[src/include/lvdc_params.svh]
`ifndef LVDC_PARAMS_SVH
`define LVDC_PARAMS_SVH

// data word length, also the instruction length
`define LVDC_WORD_BITS      26

`define LVDC_OP_BITS        4   // top of instruction
`define LVDC_OPERAND_BITS   22  // low bits, immediate

`define LVDC_BIT_COUNT_BITS 5

`endif

[src/design/lvdc_pkg.sv]
`default_nettype none

`include "lvdc_params.svh"

package lvdc_pkg;

    typedef logic [`LVDC_WORD_BITS-1:0]      accWord_t;
    typedef logic [`LVDC_OPERAND_BITS-1:0]   operand_t;
    typedef logic [`LVDC_BIT_COUNT_BITS-1:0] bitCount_t;

    typedef enum logic {
        PHASE_FETCH = 1'b0,
        PHASE_EXEC  = 1'b1
    } wordPhase_t;

    // 7..15 unused, treated as nop
    typedef enum logic [`LVDC_OP_BITS-1:0] {
        OP_NOP = 4'd0, OP_LOD = 4'd1, OP_ADD = 4'd2, OP_SUB = 4'd3,
        OP_AND = 4'd4, OP_SHR = 4'd5, OP_HLT = 4'd6
    } opcode_t;

endpackage

`default_nettype wire

[src/design/bitTiming.sv]
`timescale 1ns/1ns
`default_nettype none

`include "lvdc_params.svh"

module bitTiming (
    input  wire logic               clk,
    input  wire logic               rst,
    input  wire logic               running,
    output lvdc_pkg::bitCount_t     bitCount,
    output lvdc_pkg::wordPhase_t    wordPhase,
    output logic                    wordEnd
);
    import lvdc_pkg::*;

    logic lastBit;

    assign lastBit = (bitCount == bitCount_t'(`LVDC_WORD_BITS - 1));
    assign wordEnd = running & lastBit;

    // --------------------------------------------------
    // bit time counter and word phase
    always_ff @(posedge clk) begin
        if (rst || !running) begin
            bitCount  <= '0;            // parked at fetch bit 0
            wordPhase <= PHASE_FETCH;
        end else if (lastBit) begin
            bitCount  <= '0;
            wordPhase <= (wordPhase == PHASE_FETCH) ? PHASE_EXEC : PHASE_FETCH;
        end else begin
            bitCount  <= bitCount + 1'b1;
        end
    end

endmodule

`default_nettype wire

[src/design/transferRegister.sv]
`timescale 1ns/1ns
`default_nettype none

`include "lvdc_params.svh"

module transferRegister (
    input  wire logic               clk,
    input  wire logic               rst,
    input  wire logic               din,
    input  wire logic               running,
    input  lvdc_pkg::bitCount_t     bitCount,
    input  lvdc_pkg::wordPhase_t    wordPhase,
    output lvdc_pkg::opcode_t       opField,
    output logic                    operandBit
);
    import lvdc_pkg::*;

    accWord_t shreg;

    // --------------------------------------------------
    // serial in during fetch, serial out during execute
    always_ff @(posedge clk) begin
        if (rst) begin
            shreg <= '0;
        end else if (running) begin
            if (wordPhase == PHASE_FETCH)
                shreg <= {din, shreg[`LVDC_WORD_BITS-1:1]};
            else
                shreg <= {1'b0, shreg[`LVDC_WORD_BITS-1:1]};
        end
    end

    // msb of op code is still on din at the fetch word end
    assign opField = opcode_t'({din, shreg[`LVDC_WORD_BITS-1 -: `LVDC_OP_BITS-1]});

    // op code bits read as zero, operand zero extended
    assign operandBit = (bitCount < bitCount_t'(`LVDC_OPERAND_BITS)) ? shreg[0] : 1'b0;

endmodule

`default_nettype wire

[src/design/opcodeRegister.sv]
`timescale 1ns/1ns
`default_nettype none

module opcodeRegister (
    input  wire logic               clk,
    input  wire logic               rst,
    input  wire logic               wordEnd,
    input  lvdc_pkg::wordPhase_t    wordPhase,
    input  lvdc_pkg::opcode_t       opField,
    output lvdc_pkg::opcode_t       opcode,
    output logic                    isHalt
);
    import lvdc_pkg::*;

    opcode_t legalOp;

    always_comb begin
        case (opField)
            OP_NOP, OP_LOD, OP_ADD, OP_SUB,
            OP_AND, OP_SHR, OP_HLT: legalOp = opField;
            default:                legalOp = OP_NOP;   // undefined codes
        endcase
    end

    // --------------------------------------------------
    // latch at end of fetch, hold through execute
    always_ff @(posedge clk) begin
        if (rst)
            opcode <= OP_NOP;
        else if (wordEnd && wordPhase == PHASE_FETCH)
            opcode <= legalOp;
    end

    assign isHalt = (opcode == OP_HLT);

endmodule

`default_nettype wire

[src/design/accumulatorDelayLine.sv]
`timescale 1ns/1ns
`default_nettype none

`include "lvdc_params.svh"

module accumulatorDelayLine (
    input  wire logic               clk,
    input  wire logic               rst,
    input  wire logic               resultBit,
    input  lvdc_pkg::wordPhase_t    wordPhase,
    output lvdc_pkg::accWord_t      acc,
    output logic                    accBit,
    output logic                    accNextBit,
    output logic                    accSign
);
    import lvdc_pkg::*;

    logic signReg;  // sign of the word entering execute

    always_ff @(posedge clk) begin
        if (rst) begin
            acc     <= '0;
            signReg <= 1'b0;
        end else if (wordPhase == PHASE_EXEC) begin
            acc <= {resultBit, acc[`LVDC_WORD_BITS-1:1]};  // recirculate
        end else begin
            signReg <= acc[`LVDC_WORD_BITS-1];
        end
    end

    assign accBit     = acc[0];
    assign accNextBit = acc[1];
    assign accSign    = signReg;

endmodule

`default_nettype wire

[src/design/serialArithmetic.sv]
`timescale 1ns/1ns
`default_nettype none

`include "lvdc_params.svh"

module serialArithmetic (
    input  wire logic               clk,
    input  wire logic               rst,
    input  wire logic               accBit,
    input  wire logic               accNextBit,
    input  wire logic               accSign,
    input  wire logic               operandBit,
    input  lvdc_pkg::bitCount_t     bitCount,
    input  lvdc_pkg::wordPhase_t    wordPhase,
    input  lvdc_pkg::opcode_t       opcode,
    output logic                    resultBit
);
    import lvdc_pkg::*;

    logic carry;
    logic carryIn;
    logic addB;
    logic sumBit;
    logic carryOut;

    // two's complement subtract, invert b and carry in a one at bit 0
    assign addB     = (opcode == OP_SUB) ? ~operandBit : operandBit;
    assign carryIn  = (bitCount == '0) ? (opcode == OP_SUB) : carry;
    assign sumBit   = accBit ^ addB ^ carryIn;
    assign carryOut = (accBit & addB) | (carryIn & (accBit ^ addB));

    always_ff @(posedge clk) begin
        if (rst)
            carry <= 1'b0;
        else if (wordPhase == PHASE_EXEC)
            carry <= carryOut;
    end

    always_comb begin
        case (opcode)
            OP_LOD:         resultBit = operandBit;
            OP_ADD, OP_SUB: resultBit = sumBit;
            OP_AND:         resultBit = accBit & operandBit;
            OP_SHR:         resultBit = (bitCount == bitCount_t'(`LVDC_WORD_BITS - 1)) ?
                                        accSign : accNextBit;   // sign fill
            default:        resultBit = accBit;
        endcase
    end

endmodule

`default_nettype wire

[src/design/runControl.sv]
`timescale 1ns/1ns
`default_nettype none

module runControl (
    input  wire logic               clk,
    input  wire logic               rst,
    input  wire logic               start,
    input  wire logic               halt,
    input  wire logic               isHalt,
    input  wire logic               wordEnd,
    input  lvdc_pkg::wordPhase_t    wordPhase,
    output logic                    running,
    output logic                    instrDone
);
    import lvdc_pkg::*;

    logic execEnd;

    assign execEnd = wordEnd && (wordPhase == PHASE_EXEC);

    // --------------------------------------------------
    // run flip-flop
    always_ff @(posedge clk) begin
        if (rst) begin
            running   <= 1'b0;
            instrDone <= 1'b0;
        end else begin
            instrDone <= execEnd;
            if (!running && start)
                running <= 1'b1;
            else if (execEnd && (halt || isHalt))
                running <= 1'b0;    // stop after this instruction
        end
    end

endmodule

`default_nettype wire

[src/design/lvdc.sv]
`timescale 1ns/1ns
`default_nettype none

module lvdc (
    input  wire logic           clk,
    input  wire logic           rst,
    input  wire logic           start,
    input  wire logic           halt,
    input  wire logic           din,
    output lvdc_pkg::accWord_t  acc,
    output logic                running,
    output logic                instrDone
);
    import lvdc_pkg::*;

    bitCount_t  bitCount;
    wordPhase_t wordPhase;
    logic       wordEnd;
    opcode_t    opField;
    opcode_t    opcode;
    logic       isHalt;
    logic       operandBit;
    logic       accBit;
    logic       accNextBit;
    logic       accSign;
    logic       resultBit;

    // --------------------------------------------------
    // timing and control
    bitTiming timing (
        .clk(clk), .rst(rst), .running(running),
        .bitCount(bitCount), .wordPhase(wordPhase), .wordEnd(wordEnd)
    );

    runControl runCtl (
        .clk(clk), .rst(rst), .start(start), .halt(halt), .isHalt(isHalt),
        .wordEnd(wordEnd), .wordPhase(wordPhase),
        .running(running), .instrDone(instrDone)
    );

    // --------------------------------------------------
    // instruction path
    transferRegister xferReg (
        .clk(clk), .rst(rst), .din(din), .running(running),
        .bitCount(bitCount), .wordPhase(wordPhase),
        .opField(opField), .operandBit(operandBit)
    );

    opcodeRegister opReg (
        .clk(clk), .rst(rst), .wordEnd(wordEnd), .wordPhase(wordPhase),
        .opField(opField), .opcode(opcode), .isHalt(isHalt)
    );

    // data path
    serialArithmetic arith (
        .clk(clk), .rst(rst), .accBit(accBit), .accNextBit(accNextBit),
        .accSign(accSign), .operandBit(operandBit), .bitCount(bitCount),
        .wordPhase(wordPhase), .opcode(opcode), .resultBit(resultBit)
    );

    accumulatorDelayLine accLine (
        .clk(clk), .rst(rst), .resultBit(resultBit), .wordPhase(wordPhase),
        .acc(acc), .accBit(accBit), .accNextBit(accNextBit), .accSign(accSign)
    );

endmodule

`default_nettype wire

[config.mk]
export PLATFORM = sky130hd
export DESIGN_NAME = lvdc
export DESIGN_NICKNAME = d
export VERILOG_FILES = /design/src/design/lvdc_pkg.sv /design/src/design/bitTiming.sv /design/src/design/transferRegister.sv /design/src/design/opcodeRegister.sv /design/src/design/accumulatorDelayLine.sv /design/src/design/serialArithmetic.sv /design/src/design/runControl.sv /design/src/design/lvdc.sv
export VERILOG_INCLUDE_DIRS = /design/src /design/src/include
export SDC_FILE = /design/constraint.sdc
export NUM_CORES = 1
export LEC_CHECK = 0
export ABC_AREA = 1
export BUFFER_PORTS_ARGS = -buffer_cell sky130_fd_sc_hd__buf_2
export CAP_MARGIN = 25
export CORE_MARGIN = 2
export CORE_UTILIZATION = 54
export CTS_CLUSTER_SIZE = 30
export DETAILED_ROUTE_END_ITERATION = 7
export PLACE_DENSITY = 0.83
export SLEW_MARGIN = 30
export SYNTH_ARGS = -nofsm -noshare
export SYNTH_HDL_FRONTEND = slang
export SYNTH_SLANG_ARGS = --single-unit
export TNS_END_PERCENT = 10
[constraint.sdc]
create_clock -name clk -period 3.1 [get_ports clk]
set_clock_uncertainty 0.2 [all_clocks]
set_input_delay 0.155 -clock clk [delete_from_list [all_inputs] [get_ports clk]]
set_output_delay 0.155 -clock clk [all_outputs]
set_load 0.05 [all_outputs]
==> metrics.csv <==
stage,metric,value,unit
synthesis,synth_top_cell_area_share,51.0,%
synthesis,synth_cell_types,32,
worst_setup_path,crit_arrival,2.24,ns
worst_setup_path,crit_path_cell_trace,inv_1 -> ha_1 -> nand4_1 -> nor2_1 -> a21oi_1 -> fa_1 -> nand3b_1 -> nand2_1 -> clkinv_1 -> nand3_2 -> nand2_1 -> a21oi_1,
floorplan,boundaryPins,33,
worst_setup_path,crit_family,adder cells,
cts,clk_pin_slew,0.07,ns
placement,place_area,2750,um^2
power_and_ir_drop,cellLeakagePower,1.44,nW
worst_setup_path,critPathLaunchType,flop,
synthesis,ys_ff_latch,66,
worst_setup_path,crit_slowest_cell,fa_1,
synthesis,post-synth-top-count-cell,nor2_1,
synthesis,synth_top_cell_by_area,dfxtp_1,
worst_setup_path,crit_fanout,4,
placement,gp_congestion,0.910,
run_status,outcome,"finished, final reports clean",
worst_hold_path,hold_path_class,input port to flop,
timing,setup_viol,0,
detailed_routing,via_count,2158,
power_and_ir_drop,switchingPower,0.370,mW
synthesis,synth_area,2590,um^2
power_and_ir_drop,power_density,565,nW/um^2
worst_setup_path,criticalPathCategory,flop to flop,
detailed_routing,ant_nets,0,
cts,holdBufCountCts,3,
placement,numPortBuffers,32,
worst_setup_path,cp.required,3.17,ns
power_and_ir_drop,p_int,1.31,mW
global_routing,grt_pass1_vias,1874,
cells_and_area,diodes,0,
cts,cts_buffers,9,
power_and_ir_drop,p_sw_share,22.1,%
floorplan,die_height,73.3,um
global_routing,antenna_found_initial,0,
timing,fin_crit,2.17,ns
power_and_ir_drop,ir_worst_vdd,0.425,mV
cells_and_area,layout-drive-gt1-share,20.3,%
timing,period_share,69.9,%
timing,drv_slew,0,
synthesis,netlist_top_cells_count,"nor2_1 (100), dfxtp_1 (66), o21ai_0 (43)",
cts,cts_sinks,66,
synthesis,avgSynthCellArea,7.83,um^2
cts,cts_resized,0,
cells_and_area,syn_to_final_growth,14.5,%
worst_setup_path,crit_path_end_kind,flop,
power_and_ir_drop,p_comb_share,5.0,%
timing,finalSetupTns,0,ns
cts,cts_max_path_buffers,2,
synthesis,synth_cells,331,
detailed_routing,drc_errors,0,
worst_setup_path,slowest_delay,0.42,ns
detailed_routing,via_per_inst,5.15,
synthesis,ys.flop_type,dfxtp_1,
timing,rsz0062_at_grt,no,
cts,clkLatencyLatePin,0.34,ns
placement,dp_hpwl,3170,um
cts,cts_tree,yes,
detailed_routing,drt_iter0_drc,128,
global_routing,grt_pass1_wl,8130,um
synthesis,synthTopCellsByArea,"dfxtp_1 (51%), nor2_1 (14%), o21ai_0 (8.3%), nand2_1 (2.6%), inv_1 (2.5%)",
floorplan,dieArea,5370,um^2
synthesis,syn_nets,340,
power_and_ir_drop,pwr-share-seq,53.0,%
timing,fmax,0.462,GHz
detailed_routing,wire_per_inst,11.7,um
synthesis,synth_edf_count,0,
global_routing,grt_max_degree,56,
power_and_ir_drop,clockPowerShare,42.0,%
floorplan,initial_core_util,55.6,%
synthesis,ys_seq_area_share,51.0,%
cts,htreeDepth,3,
global_routing,overflow,0,
timing,relSlewSlack,53.2,%
timing,worst_slew_pin_slew,0.701,ns
cells_and_area,fin_area,2970,um^2
job,max_cap_violations,0,
floorplan,die_w,73.3,um
worst_setup_path,path_buf_inv,2,
detailed_routing,first_pass_iters,4,
floorplan,fp-row-count,25,
cells_and_area,nets,371,
floorplan,core,4660,um^2
cts,cts_setup_buffers,0,
synthesis,yosys_warnings,0,
timing,hold_violations,0,
synthesis,async_flop_share,0,%
global_routing,grt.total_usage,19.8,%
detailed_routing,wirelength,4890,um
cts,root_buffer,clkbuf_8,
metrics by stage:
stage	setup WS [ns]	util (%)	power (mW)	std cells	hold slack (ns)
after CTS	0.954	63.7	1.70	419	0.0629
final	0.934	63.7	1.68	419	0.0764
after global placement	1.03	58.9	0.986	402	0.217
after floorplan	1.10	-	0.971	331	0.0241
after detailed placement	0.970	58.9	0.989	402	0.235
after global routing	0.774	63.7	1.74	419	0.0931
cell usage in the layout, fill, tap and decap left out, types with 2 or more instances in the layout:
cell type	synthesis	layout
xor2_1	3	3
nand2_1	18	18
inv_1	17	17
o21ai_1	9	9
o21ai_0	43	43
nor2_1	100	100
clkinv_2	0	2
a21oi_2	2	2
buf_4	3	2
nand3_2	2	2
nand3_1	8	8
dfxtp_1	66	66
nand4_1	3	3
ha_1	3	3
dlygate4sd3_1	0	3
nand3b_1	2	2
clkbuf_8	0	11
o21ai_2	2	2
nor2_2	5	5
buf_2	11	32
a21oi_1	10	10
inv_2	9	9
cell type report:
class	count	area (um^2)
multi-input combinational	221	1080
fill	399	1690
sequential	66	1320
tap	54	67.6
clock buffer	11	151
timing repair buffer	37	205
clock inverter	3	40.0
inverter	27	101
path summary, 6_finish.rpt:
path	start	end	slack [ns]	depth (start not counted)
setup reg to reg	timing.bitCount[0]$_SDFF_PP0_	accLine.acc[25]$_SDFFE_PP0P_	0.93	12
hold reg to reg	timing.bitCount[0]$_SDFF_PP0_	timing.bitCount[0]$_SDFF_PP0_	0.28	1
setup / recovery	timing.bitCount[0]$_SDFF_PP0_	accLine.acc[25]$_SDFFE_PP0P_	0.93	12
hold / removal	halt	runCtl.running$_SDFFE_PP0P_	0.08	4
kinds of logic after synthesis:
group / count (synthesis) / synth area share (%)
buf+inv: 44 / 7.34
xor+xnor: 3 / 1.01
compound gates: 70 / 14.5
fa+ha+maj: 4 / 2.22
simple gates: 144 / 24.0
flops: 66 / 51.0
worst reg2reg max path, delay by kind of cell (launching register included):
family,cells,cell delay [ns]
fa+ha+maj,2,0.62
flops,1,0.39
compound gates,2,0.26
simple gates,6,0.48
buf+inv,2,0.14
power groups by stage:
stage	registers (mW)	logic, mW	clock network, mW
2_1_floorplan	0.908	0.0629	0
3_3_place_gp	0.906	0.0793	0
3_5_place_dp	0.908	0.0817	0
4_1_cts	0.889	0.0851	0.725
5_1_grt	0.892	0.0961	0.755
6_report	0.889	0.0843	0.704
state kept, by name, indices dropped and copies added, names as in the netlist:
signal,count
xferReg.shreg,26
accLine.acc,26
accLine.accSign,1
runCtl.running,1
opReg.opcode,4
timing.wordPhase,1
runCtl.instrDone,1
arith.carry,1
timing.bitCount,5
layer usage:
metal  wire (um)  track usage [%]
met1        2310             25.0
met2        2280             30.4
met3         207             7.00
met4          98             8.69
met5           0                0
(Power assumes the default switching activity.)
